$ cat src/rtl/qla_cfg.svh
`ifndef QLA_CFG_SVH
`define QLA_CFG_SVH

// Motor channel count (2 up to 16)
`define QLA_NUM_CHAN 4

// Channel index width
`define QLA_CHAN_W 4

// Signed setpoint and feedback width
`define QLA_CUR_W 16

// Timestamp width, fills a whole sample word
`define QLA_TS_W 32

// Largest feedback change per sysclk cycle
`define QLA_SLEW 64

// Idle cycles before the watchdog trips
`define QLA_WDOG_LIMIT 200

`endif

$ cat src/rtl/qla_pkg.sv
`default_nettype none

`include "qla_cfg.svh"

package qla_pkg;

    typedef logic [`QLA_CHAN_W-1:0]       chan_t;      // Channel index
    typedef logic signed [`QLA_CUR_W-1:0] current_t;   // Motor current, two's complement
    typedef logic [`QLA_TS_W-1:0]         timestamp_t; // Free-running cycle count

    // Zero fill between enable bit and feedback in a channel word
    localparam int SAMPLE_PAD_W = 32 - `QLA_CHAN_W - 1 - `QLA_CUR_W;

    // Real-time write command from the host
    typedef struct packed {
        chan_t    chan;     // Target channel
        logic     amp_en;   // Amplifier enable
        current_t setpoint; // Commanded current
    } rt_cmd_t;

    // Per-channel status towards the sampler
    typedef struct packed {
        logic     amp_en;   // Gated by the watchdog
        current_t feedback; // Modeled measured current
    } chan_status_t;

    // One word of the sample stream
    // Header words reuse all 32 bits for the timestamp
    typedef struct packed {
        chan_t                   chan;
        logic                    amp_en;
        logic [SAMPLE_PAD_W-1:0] pad;      // Always zero
        current_t                feedback;
    } sample_word_t;

    // Block sampler FSM
    typedef enum logic [1:0] {
        S_IDLE, // Waiting for sample_start
        S_HEAD, // Timestamp word on the stream
        S_CHAN  // Channel words on the stream
    } sampler_state_t;

endpackage

`default_nettype wire

$ cat src/rtl/rt_write_dispatch.sv
`default_nettype none

`include "qla_cfg.svh"

module rt_write_dispatch
    import qla_pkg::*;
(
    input  wire                      sysclk,
    input  wire                      rst_n,
    input  wire                      cmd_valid,
    input  wire rt_cmd_t             cmd,
    output logic                     cmd_ready,
    output logic                     cmd_err,      // Pulse on out-of-range channel
    output logic [`QLA_NUM_CHAN-1:0] wr_en,        // One-hot channel strobe
    output current_t                 wr_setpoint,
    output logic                     wr_amp_en,
    output logic                     wdog_timeout
);

    localparam int NUM_CHAN = `QLA_NUM_CHAN;
    localparam int WDOG_W   = $clog2(`QLA_WDOG_LIMIT + 1);
    localparam logic [NUM_CHAN-1:0] STROBE_BASE = 1;

    logic              accept;
    logic              chan_ok;
    logic [WDOG_W-1:0] wdog_cnt;

    assign accept  = cmd_valid & cmd_ready;
    assign chan_ok = int'(cmd.chan) < NUM_CHAN; // Compare wide so 16 channels still work

    // Single-cycle writes, so ready only drops in reset
    always_ff @(posedge sysclk or negedge rst_n) begin
        if (!rst_n)
            cmd_ready <= 1'b0;
        else
            cmd_ready <= 1'b1;
    end

    always_ff @(posedge sysclk or negedge rst_n) begin
        if (!rst_n) begin
            wr_en   <= '0;
            cmd_err <= 1'b0;
        end else begin
            wr_en   <= (accept && chan_ok) ? (STROBE_BASE << cmd.chan) : '0;
            cmd_err <= accept && !chan_ok;                // Accepted but dropped
        end
    end

    // Shared write data, qualified by wr_en
    always_ff @(posedge sysclk) begin
        if (accept) begin
            wr_setpoint <= cmd.setpoint;
            wr_amp_en   <= cmd.amp_en;
        end
    end

    // Watchdog kept alive by any accepted command
    always_ff @(posedge sysclk or negedge rst_n) begin
        if (!rst_n) begin
            wdog_cnt     <= '0;
            wdog_timeout <= 1'b0;
        end else if (accept) begin
            wdog_cnt     <= '0;
            wdog_timeout <= 1'b0;
        end else if (wdog_cnt == WDOG_W'(`QLA_WDOG_LIMIT)) begin
            wdog_timeout <= 1'b1; // Counter parks at the limit
        end else begin
            wdog_cnt <= wdog_cnt + 1'b1;
        end
    end

endmodule

`default_nettype wire

$ cat src/rtl/motor_channel.sv
`default_nettype none

`include "qla_cfg.svh"

module motor_channel
    import qla_pkg::*;
(
    input  wire           sysclk,
    input  wire           rst_n,
    input  wire           wr_en,        // Strobe for this channel only
    input  wire current_t wr_setpoint,
    input  wire           wr_amp_en,
    input  wire           wdog_timeout, // Forces the output off
    output chan_status_t  status
);

    localparam int CUR_W = `QLA_CUR_W;

    // One extra bit so the error never wraps
    localparam logic signed [CUR_W:0] SLEW_POS = `QLA_SLEW;
    localparam logic signed [CUR_W:0] SLEW_NEG = -`QLA_SLEW;

    current_t                setpoint_q;
    logic                    amp_en_q;
    current_t                feedback_q;
    logic                    drive_on;
    current_t                target;
    logic signed [CUR_W:0]   err;
    logic signed [CUR_W:0]   step;
    logic signed [CUR_W+1:0] fb_sum;

    // Command registers
    always_ff @(posedge sysclk or negedge rst_n) begin
        if (!rst_n) begin
            setpoint_q <= '0;
            amp_en_q   <= 1'b0;
        end else if (wr_en) begin
            setpoint_q <= wr_setpoint;
            amp_en_q   <= wr_amp_en;
        end
    end

    assign drive_on = amp_en_q & ~wdog_timeout;
    assign target   = drive_on ? setpoint_q : '0; // Coast to zero when off

    always_comb begin
        err = target - feedback_q;          // Signed difference, 17 bits
        if (err > SLEW_POS)
            step = SLEW_POS;
        else if (err < SLEW_NEG)
            step = SLEW_NEG;
        else
            step = err;                     // Close enough, land exactly
        fb_sum = feedback_q + step;
    end

    // Modeled current sensor
    always_ff @(posedge sysclk or negedge rst_n) begin
        if (!rst_n)
            feedback_q <= '0;
        else
            feedback_q <= fb_sum[CUR_W-1:0]; // Stays in range since target does
    end

    assign status.amp_en   = drive_on;   // Reported off during timeout
    assign status.feedback = feedback_q;

endmodule

`default_nettype wire

$ cat src/rtl/block_sampler.sv
`default_nettype none

`include "qla_cfg.svh"

module block_sampler
    import qla_pkg::*;
(
    input  wire                                   sysclk,
    input  wire                                   rst_n,
    input  wire                                   sample_start,
    input  wire chan_status_t [`QLA_NUM_CHAN-1:0] chan_status,
    input  wire                                   sample_ready,
    output logic                                  sample_valid,
    output sample_word_t                          sample_data,
    output logic                                  sample_busy
);

    localparam int NUM_CHAN = `QLA_NUM_CHAN;

    sampler_state_t                   state;
    chan_t                            idx;       // Channel word on the stream
    timestamp_t                       ts;
    timestamp_t                       ts_snap;
    chan_status_t [NUM_CHAN-1:0]      stat_snap;
    logic                             capture;
    logic                             xfer;
    logic                             last_chan;

    assign sample_valid = (state != S_IDLE);
    assign sample_busy  = (state != S_IDLE); // Covers capture through last word
    assign capture      = sample_start && (state == S_IDLE); // Start ignored while busy
    assign xfer         = sample_valid & sample_ready;
    assign last_chan    = (int'(idx) == NUM_CHAN - 1);

    // Free-running timestamp
    always_ff @(posedge sysclk or negedge rst_n) begin
        if (!rst_n)
            ts <= '0;
        else
            ts <= ts + 1'b1;
    end

    // Snapshot of the whole board on the start edge
    always_ff @(posedge sysclk) begin
        if (capture) begin
            ts_snap   <= ts;
            stat_snap <= chan_status;
        end
    end

    always_ff @(posedge sysclk or negedge rst_n) begin
        if (!rst_n) begin
            state <= S_IDLE;
            idx   <= '0;
        end else begin
            case (state)
                S_IDLE: begin
                    if (capture)
                        state <= S_HEAD;
                end
                S_HEAD: begin
                    if (xfer) begin
                        state <= S_CHAN;
                        idx   <= '0;   // Channel 0 comes first
                    end
                end
                S_CHAN: begin
                    if (xfer) begin
                        if (last_chan)
                            state <= S_IDLE;
                        else
                            idx <= idx + 1'b1;
                    end
                end
                default: state <= S_IDLE;
            endcase
        end
    end

    // Word mux, held stable until transfer
    always_comb begin
        sample_data = '0;
        case (state)
            S_HEAD: sample_data = sample_word_t'(ts_snap);
            S_CHAN: begin
                sample_data.chan     = idx;
                sample_data.amp_en   = stat_snap[idx].amp_en;
                sample_data.feedback = stat_snap[idx].feedback;
            end
            default: sample_data = '0;
        endcase
    end

endmodule

`default_nettype wire

$ cat src/rtl/qla_board.sv
`default_nettype none

`include "qla_cfg.svh"

module qla_board
    import qla_pkg::*;
(
    input  wire          sysclk,
    input  wire          rst_n,

    // Real-time write stream from host
    input  wire          cmd_valid,
    output logic         cmd_ready,
    input  wire rt_cmd_t cmd,
    output logic         cmd_err,

    output logic         wdog_timeout,

    // Sample stream to host
    input  wire          sample_start,
    input  wire          sample_ready,
    output logic         sample_valid,
    output sample_word_t sample_data,
    output logic         sample_busy
);

    logic [`QLA_NUM_CHAN-1:0]         wr_en;       // Per-channel write strobes
    current_t                         wr_setpoint; // Shared by all channels
    logic                             wr_amp_en;
    chan_status_t [`QLA_NUM_CHAN-1:0] chan_status;

    rt_write_dispatch dispatch_i (
        .sysclk       (sysclk),
        .rst_n        (rst_n),
        .cmd_valid    (cmd_valid),
        .cmd          (cmd),
        .cmd_ready    (cmd_ready),
        .cmd_err      (cmd_err),
        .wr_en        (wr_en),
        .wr_setpoint  (wr_setpoint),
        .wr_amp_en    (wr_amp_en),
        .wdog_timeout (wdog_timeout)
    );

    // Identical motor channels
    for (genvar i = 0; i < `QLA_NUM_CHAN; i++) begin : g_chan
        motor_channel chan_i (
            .sysclk       (sysclk),
            .rst_n        (rst_n),
            .wr_en        (wr_en[i]),
            .wr_setpoint  (wr_setpoint),
            .wr_amp_en    (wr_amp_en),
            .wdog_timeout (wdog_timeout),
            .status       (chan_status[i])
        );
    end

    block_sampler sampler_i (
        .sysclk       (sysclk),
        .rst_n        (rst_n),
        .sample_start (sample_start),
        .chan_status  (chan_status),
        .sample_ready (sample_ready),
        .sample_valid (sample_valid),
        .sample_data  (sample_data),
        .sample_busy  (sample_busy)
    );

endmodule

`default_nettype wire

$ cat config.mk
export PLATFORM = sky130hd
export DESIGN_NAME = qla_board
export DESIGN_NICKNAME = d
export VERILOG_FILES = /design/src/rtl/qla_pkg.sv /design/src/rtl/rt_write_dispatch.sv /design/src/rtl/motor_channel.sv /design/src/rtl/block_sampler.sv /design/src/rtl/qla_board.sv
export VERILOG_INCLUDE_DIRS = /design/src /design/src/rtl
export SDC_FILE = /design/constraint.sdc
export NUM_CORES = 1
export LEC_CHECK = 0
export BUFFER_PORTS_ARGS = -buffer_cell sky130_fd_sc_hd__buf_2
export CAP_MARGIN = 40
export CORE_MARGIN = 2
export CORE_UTILIZATION = 50
export CTS_CLUSTER_DIAMETER = 200
export DETAILED_ROUTE_END_ITERATION = 10
export MAX_ROUTING_LAYER = met4
export PLACE_DENSITY = 0.66
export SETUP_SLACK_MARGIN = 0.1
export SLEW_MARGIN = 20
export SYNTH_ARGS = -nofsm -noshare
export SYNTH_HDL_FRONTEND = slang
export SYNTH_SLANG_ARGS = --single-unit
$ cat constraint.sdc
create_clock -name sysclk -period 8.7 [get_ports sysclk]
set_clock_uncertainty 0.05 [all_clocks]
set_input_delay 0.435 -clock sysclk [delete_from_list [all_inputs] [get_ports sysclk]]
set_output_delay 0.435 -clock sysclk [all_outputs]
set_load 0.01 [all_outputs]
==> flow_summary.json, run 1 <==
{
  "status": "finished, final reports clean",
  "hold_end": "dispatch_i.wr_setpoint[6]$_DFFE_PP_",
  "rsz0062_at_grt": "false",
  "yosysSeqAreaShare": 0.452,
  "placed_area_um2": 18900,
  "critical_path.max_fanout": 16,
  "synth_seq_cells": 302,
  "vias_per_cell": 5.75,
  "timing.rr.start": "dispatch_i.wdog_timeout$_DFFE_PN0P_",
  "syn_area_um2": 18000,
  "multiInputGateArea_um2": 9270,
  "startpoint_type": "flop",
  "crit_required_ns": 9.05,
  "slew_violations": 0,
  "synth_fp_nets": 1828,
  "clk_pin_slew_worst_paths_ns": 0.06,
  "async_flop_share": 0.613,
  "fmax_mhz": 160,
  "synthCells": 1661,
  "switchingPower_mw": 2.65,
  "comb_power_share": 0.461,
  "critPathArrivalTime_ns": 6.60,
  "die_w_um": 194,
  "die_area_um2": 37500,
  "antenna_left": 0,
  "num_rows": 69,
  "reg2reg_to": "g_chan[2].chan_i.feedback_q[15]$_DFF_PN0_",
  "ios": 63,
  "drive_above_1_share": 0.146,
  "grt_pass1_wl_um": 67900,
  "crit_type": "reg2reg",
  "numClockSinks": 302,
  "cts_tree": "yes",
  "grt_pass1_vias": 12400,
  "avgSynthCellArea_um2": 10.8,
  "root_buffer": "clkbuf_16",
  "cp-end-kind": "flop",
  "cts_buffer_depth": 3,
  "fin_ws_ns": 2.45,
  "drt_iter0_drc": 818,
  "worst_pin_slew_ns": 0.802,
  "core_um2": 35500,
  "seqPwrFrac": 0.315,
  "r2r_setup_slack_ns": 2.45,
  "power.internal_mw": 4.21,
  "synthFlopType": "dfrtp_1",
  "htreeDepth": 2,
  "setup_tns_ns": 0,
  "min_path_type": "in2reg",
  "start_util": 0.507,
  "synth_edf_count": 117,
  "hold_viol_final": 0,
  "dr_total_vias": 12700,
  "register_area_um2": 8140,
  "synth_cell_types": 84,
  "diodes": 0,
  "postLayoutCellArea_um2": 20100,
  "setup_viol": 0,
  "die_h_um": 194,
  "dp_slack_ns": 2.15,
  "finalCritPeriodShare": 0.718,
  "clkPwrFrac": 0.224,
  "firstDrtPassIters": 5,
  "power_density_nw_per_um2": 341,
  "overflow": 0,
  "remaining_drc_errors": 0,
  "avgRoutedWirePerCell_um": 19.2,
  "slew-limit-headroom": 0.465,
  "area_delta_synth_final_pct": 11.9,
  "ir_drop_uv": 314,
  "fillers": 3002,
  "hpwl_um": 32200,
  "cts_made_buffers": 34,
  "fin_crit_ns": 6.25,
  "cap_violations": 0,
  "routabilityCongestion": 0.910,
  "ys_warn_count": 0,
  "grt_usage": 0.237,
  "switching_share": 0.386,
  "final_nets": 1897,
  "portBuffers": 62,
  "insertion_delay_ns": 0.54,
  "leakage_nw": 8.92,
  "hp-start": "cmd[6]",
  "hold_depth": 1,
  "antenna_found_initial": 0,
  "grt_max_degree": 83,
  "finalWirelength_um": 42600,
  "r2r.worst_path.cells": 24
}
==> registers in the layout, indices dropped and copies added, names as in the netlist, 8 cells and up <==
signal / flops
dispatch_i.wr_setpoint: 16
sampler_i.ts: 32
g_chan.chan_i.setpoint_q: 64
dispatch_i.wdog_cnt: 8
sampler_i.stat_snap: 68
g_chan.chan_i.feedback_q: 64
sampler_i.ts_snap: 32
==> worst max-delay path by stage <==
stage	cells after the start	slack, ns	endpoint	from
after global placement	23	2.30	g_chan[1].chan_i.feedback_q[15]$_DFF_PN0_	dispatch_i.wdog_timeout$_DFFE_PN0P_
after global routing	25	1.84	g_chan[3].chan_i.feedback_q[14]$_DFF_PN0_	dispatch_i.wdog_timeout$_DFFE_PN0P_
final	24	2.45	g_chan[2].chan_i.feedback_q[15]$_DFF_PN0_	dispatch_i.wdog_timeout$_DFFE_PN0P_
after detailed placement	23	2.15	g_chan[2].chan_i.feedback_q[15]$_DFF_PN0_	dispatch_i.wdog_timeout$_DFFE_PN0P_
after floorplan	25	3.09	g_chan[2].chan_i.feedback_q[15]$_DFF_PN0_	dispatch_i.wdog_timeout$_DFFE_PN0P_
after CTS	23	2.11	g_chan[1].chan_i.feedback_q[15]$_DFF_PN0_	dispatch_i.wdog_timeout$_DFFE_PN0P_
==> what timing repair did <==
action	4_1_cts	5_1_grt
buffers inserted	0	0
resized for setup	0	0
hold buffers	1	0
endpoints found under the hold margin	30	0
==> cell type report <==
type	instances	share of cell area
Multi-Input combinational cell	1206	0.460
Sequential cell	302	0.404
Clock buffer	45	0.0468
Tap cell	461	0.0286
Timing Repair Buffer	80	0.0266
Inverter	106	0.0198
Clock inverter	17	0.0134
==> power by group through the flow <==
stage	clock, mW	combinational [mW]	sequential, mW
after floorplan	0	2.51	2.01
after global placement	0	3.04	2.20
after CTS	1.56	3.13	2.17
after detailed placement	0	3.12	2.19
final	1.54	3.16	2.16
after global routing	1.62	3.56	2.19
==> layer usage <==
| layer | GRT usage | vias to the layer above | routed length [um] |
|---|---|---|---|
| met2 | 0.370 | 300 | 19500 |
| li1 | - | 6216 | - |
| met5 | - | - | 0 |
| met3 | 0.0303 | 60 | 1870 |
| met4 | 0.0712 | 0 | 1170 |
| met1 | 0.326 | 6162 | 20000 |
==> cells by family after synthesis <==
logic type	after synthesis	synth area share
and+or+nand+nor	504	0.153
xor gates and xnor gates	129	0.0628
other	1	0.000208
AOI/OAI and AO/OA	339	0.129
DFF	302	0.452
muxes	92	0.0679
buffers and inverters	153	0.0325
adders and majority gates	141	0.101
==> synth_stat cells (26+ instances only) <==
cell,count,area [um2]
a21o_1,34,255
a21oi_1,87,435
and2_1,78,488
and3_1,27,169
clkbuf_1,39,146
dfrtp_1,185,4630
edfxtp_1,117,3510
ha_1,133,1660
inv_1,106,398
mux2_2,70,788
nand2_1,73,274
nand3_1,51,255
nand4_1,26,163
nor2_1,84,315
nor2b_1,44,275
nor3_1,34,170
o21ai_0,46,230
xnor2_1,89,780
xor2_1,40,350
==> critical path, stage by stage, from the launching register on <==
cell and delay (ns):
dfrtp_1 0.45, nor2b_1 0.20, clkbuf_4 0.25, nand2_1 0.08, ha_1 0.21, fa_1 0.46
nor2b_4 0.16, o31ai_2 0.08, a31oi_2 0.28, a2111oi_2 0.13, o21ai_0 0.24, nand3_1 0.37
a311oi_1 0.49, nand4_2 0.21, a21oi_1 0.31, ha_1 0.30, a211oi_1 0.25, o21bai_1 0.15
a31oi_1 0.22, o21ai_0 0.16, or4_1 0.40, o311ai_0 0.18, o21a_1 0.24, o21ai_0 0.11
xnor2_1 0.13
==> layout by cell type, fill, tap and decap left out, types with 12 or more instances in the layout <==
| master | netlist | layout |
|---|---|---|
| a21oi_1 | 87 | 87 |
| clkbuf_16 | 0 | 34 |
| nand4_1 | 26 | 26 |
| nand3_1 | 51 | 51 |
| inv_1 | 106 | 106 |
| mux4_2 | 17 | 17 |
| xnor2_1 | 89 | 89 |
| ha_1 | 133 | 133 |
| o21a_1 | 14 | 14 |
| and2_1 | 78 | 77 |
| o21ai_0 | 46 | 46 |
| a31oi_1 | 23 | 23 |
| or2_2 | 12 | 12 |
| nand2_1 | 73 | 73 |
| nor2_1 | 84 | 84 |
| buf_2 | 3 | 64 |
| xor2_1 | 40 | 40 |
| a22oi_1 | 23 | 23 |
| and3_1 | 27 | 27 |
| a21o_1 | 34 | 34 |
| edfxtp_1 | 117 | 117 |
| nor2b_1 | 44 | 44 |
| dfrtp_1 | 185 | 185 |
| nand2b_1 | 18 | 18 |
| mux2_2 | 70 | 70 |
| nor3_1 | 34 | 34 |
==> stage by stage <==
stage	power (mW)	hold slack [ns]	instances	util
6_report	6.87	0.0268	2217	0.567
2_1_floorplan	4.52	0.0894	1661	-
3_3_place_gp	5.24	0.383	2141	0.528
5_1_grt	7.37	0.0104	2217	0.567
4_1_cts	6.87	0.00713	2212	0.566
3_5_place_dp	5.31	0.300	2149	0.531
(Power assumes the default switching activity.)
==> run 2, diff against run 1 <==
Clock period 8.7 ns to 6.44 ns, I/O delays scaled along.
==> run 2 against run 1 <==
- setup slack worse by 2.0 ns
- register-to-register slack lost 2.0 ns
- first-iteration DRC count increased by 6.5%
- die area unchanged
- critical path type unchanged
- highest routed layer unchanged
- total power increased by 34%
- critical path depth shrank 2
- combinational power is 37% higher
- non-clock buffer count grew 24
- hold slack better by 0.033 ns
- clock power rose by 27%
- flip-flop and latch count did not move
- critical endpoint is now g_chan[1].chan_i.feedback_q[15]$_DFF_PN0_
==> flow_summary.json, run 2 (synthesis gave the netlist of run 1 again) <==
{
  "crit_type": "reg2reg",
  "finalWirelength_um": 42600,
  "cts_tree": "yes",
  "firstDrtPassIters": 5,
  "slew-limit-headroom": 0.369,
  "status": "finished, final reports clean",
  "hp-start": "cmd[19]",
  "num_rows": 69,
  "hold_viol_final": 0,
  "final_nets": 1921,
  "grt_max_degree": 73,
  "drive_above_1_share": 0.151,
  "insertion_delay_ns": 0.52,
  "hold_end": "dispatch_i.wr_en[1]$_DFF_PN0_",
  "cp-end-kind": "flop",
  "start_util": 0.507,
  "reg_top3": "sampler_i.stat_snap (68), g_chan.chan_i.feedback_q (64), g_chan.chan_i.setpoint_q (64)",
  "ir_drop_uv": 320,
  "final_cell_mix": "185 x dfrtp_1, 133 x ha_1, 117 x edfxtp_1",
  "cts_made_buffers": 34,
  "area_delta_synth_final_pct": 13.2,
  "r2r_setup_slack_ns": 0.41,
  "drt_iter0_drc": 871,
  "fin_crit_ns": 6.03,
  "power_density_nw_per_um2": 451,
  "core_um2": 35500,
  "reg2reg_to": "g_chan[1].chan_i.feedback_q[15]$_DFF_PN0_",
  "leakage_nw": 9.03,
  "numClockSinks": 302,
  "hold-worst-slack_ns": 0.0594,
  "dr_total_vias": 12900,
  "timing.rr.start": "dispatch_i.wdog_timeout$_DFFE_PN0P_",
  "grt_pass1_wl_um": 67600,
  "startpoint_type": "flop",
  "overflow": 0,
  "postLayoutCellArea_um2": 20400,
  "setup_viol": 0,
  "die_area_um2": 37500,
  "critPathArrivalTime_ns": 6.38,
  "die_h_um": 194,
  "crit_family": "compound AO/OA/AOI/OAI gates",
  "critical_path.max_fanout": 10,
  "placed_area_um2": 18900,
  "total_power_mw": 9.19,
  "path_cells": "nor2b_1 > and2_1 > ha_1 > a21o_1 > or3_1 > o211a_1 > or4_1 > a21oi_1 > nand4_1 > nor4_2 > a21boi_1 > nor2_1 > ha_1 > a211o_1 > a21oi_1 > o21ai_0 > a41o_1 > o41a_1 > a21o_1 > a21oi_1 > o21ai_0 > xnor2_1",
  "ios": 63,
  "path_buf_inv": 0,
  "vias_per_cell": 5.78,
  "avgRoutedWirePerCell_um": 19.0,
  "utilization": 0.574,
  "hpwl_um": 32100,
  "remaining_drc_errors": 0,
  "fmax_mhz": 166,
  "grt_usage": 0.235,
  "critPathMostFrequentCell": "a21oi_1",
  "die_w_um": 194,
  "clk_pin_slew_worst_paths_ns": 0.06,
  "largest_reg_flops": 68,
  "r2r.worst_path.cells": 22,
  "crit_path_top_delay_cell": "nor2b_1",
  "crit_required_ns": 6.78,
  "hold_depth": 4,
  "root_buffer": "clkbuf_16",
  "finalCritPeriodShare": 0.937,
  "cap_violations": 0,
  "final_common_cell": "dfrtp_1",
  "antenna_found_initial": 2,
  "max_stage_delay_ns": 0.46,
  "portBuffers": 62,
  "worst_pin_slew_ns": 0.934,
  "rsz0062_at_grt": "true",
  "htreeDepth": 2,
  "cts_buffer_depth": 3,
  "min_path_type": "in2reg",
  "top_register": "sampler_i.stat_snap",
  "slew_violations": 0,
  "grt_pass1_vias": 12700,
  "antenna_left": 0,
  "routabilityCongestion": 0.921
}
## run 2: changes by cell type in the layout (fill, tap and decap cells not counted), moves of 2 or more
cell,delta
clkbuf_8,+2
bufinv_16,-4
clkinv_2,+5
buf_2,-3
clkinv_1,-2
clkbuf_1,-2
inv_6,-3
diode_2,+2
a21oi_2,+2
clkbuf_16,+2
dlygate4sd3_1,+20
a21oi_1,-2
buf_4,+6
## run 2: what timing repair did
item                                    4_1_cts  5_1_grt
endpoints found under the setup margin        0        8
hold buffers                                 21        0
endpoints found under the hold margin        64        0
resized for setup                             0       10
setup buffers                                 0        1
## run 2: cell type report
type,count,area [um2]
antenna,2,5.00
clock buffer,47,1010
clock inverter,14,140
fill,2990,15100
inverter,106,398
multi-input combinational,1206,9330
sequential,302,8140
tap,461,577
timing repair buffer,104,773
## run 2: routing by layer
layer  routed length [um]  part of all wire  vias up  track usage
met5                    0                 0        -            -
met4                 1140             0.027        0       0.0741
met3                 1950             0.046       74       0.0353
met2                19700              0.46      325        0.373
met1                19800              0.47     6295        0.311
li1                     -                 -     6254            -
## run 2: worst register-to-register path: stages, from the launching register on
cell and delay, ns:
dfrtp_1 0.45, nor2b_1 0.46, and2_1 0.21, ha_1 0.27, a21o_1 0.18, or3_1 0.32, o211a_1 0.29, or4_1 0.46
a21oi_1 0.15, nand4_1 0.13, nor4_2 0.33, a21boi_1 0.19, nor2_1 0.24, ha_1 0.30, a211o_1 0.28, a21oi_1 0.16
o21ai_0 0.14, a41o_1 0.28, o41a_1 0.35, a21o_1 0.20, a21oi_1 0.20, o21ai_0 0.14, xnor2_1 0.14
## run 2: stage by stage
stage / worst slack, ns / std cells / setup TNS [ns]
after floorplan: 0.831 / 1661 / 0
after CTS: 0.195 / 2235 / 0
after detailed placement: 0.244 / 2153 / 0
after global placement: 0.444 / 2148 / 0
final: 0.408 / 2242 / 0
after global routing: -0.00495 / 2241 / -0.00495
## run 2: worst max-delay path by stage
stage,startpoint,to,slack (ns),cells past startpoint
6_report,dispatch_i.wdog_timeout$_DFFE_PN0P_,g_chan[1].chan_i.feedback_q[15]$_DFF_PN0_,0.41,22
5_1_grt,dispatch_i.wdog_timeout$_DFFE_PN0P_,g_chan[1].chan_i.feedback_q[15]$_DFF_PN0_,-0.005,22
4_1_cts,dispatch_i.wdog_timeout$_DFFE_PN0P_,g_chan[3].chan_i.feedback_q[14]$_DFF_PN0_,0.20,25
2_1_floorplan,dispatch_i.wdog_timeout$_DFFE_PN0P_,g_chan[2].chan_i.feedback_q[15]$_DFF_PN0_,0.83,25
3_5_place_dp,dispatch_i.wdog_timeout$_DFFE_PN0P_,g_chan[3].chan_i.feedback_q[14]$_DFF_PN0_,0.24,25
3_3_place_gp,dispatch_i.wdog_timeout$_DFFE_PN0P_,g_chan[3].chan_i.feedback_q[14]$_DFF_PN0_,0.44,25
## run 2: power by group
group	leakage [nW]	internal (mW)	switching, mW
clock	0.568	1.19	0.778
combinational	4.95	1.91	2.42
sequential	3.51	2.53	0.364
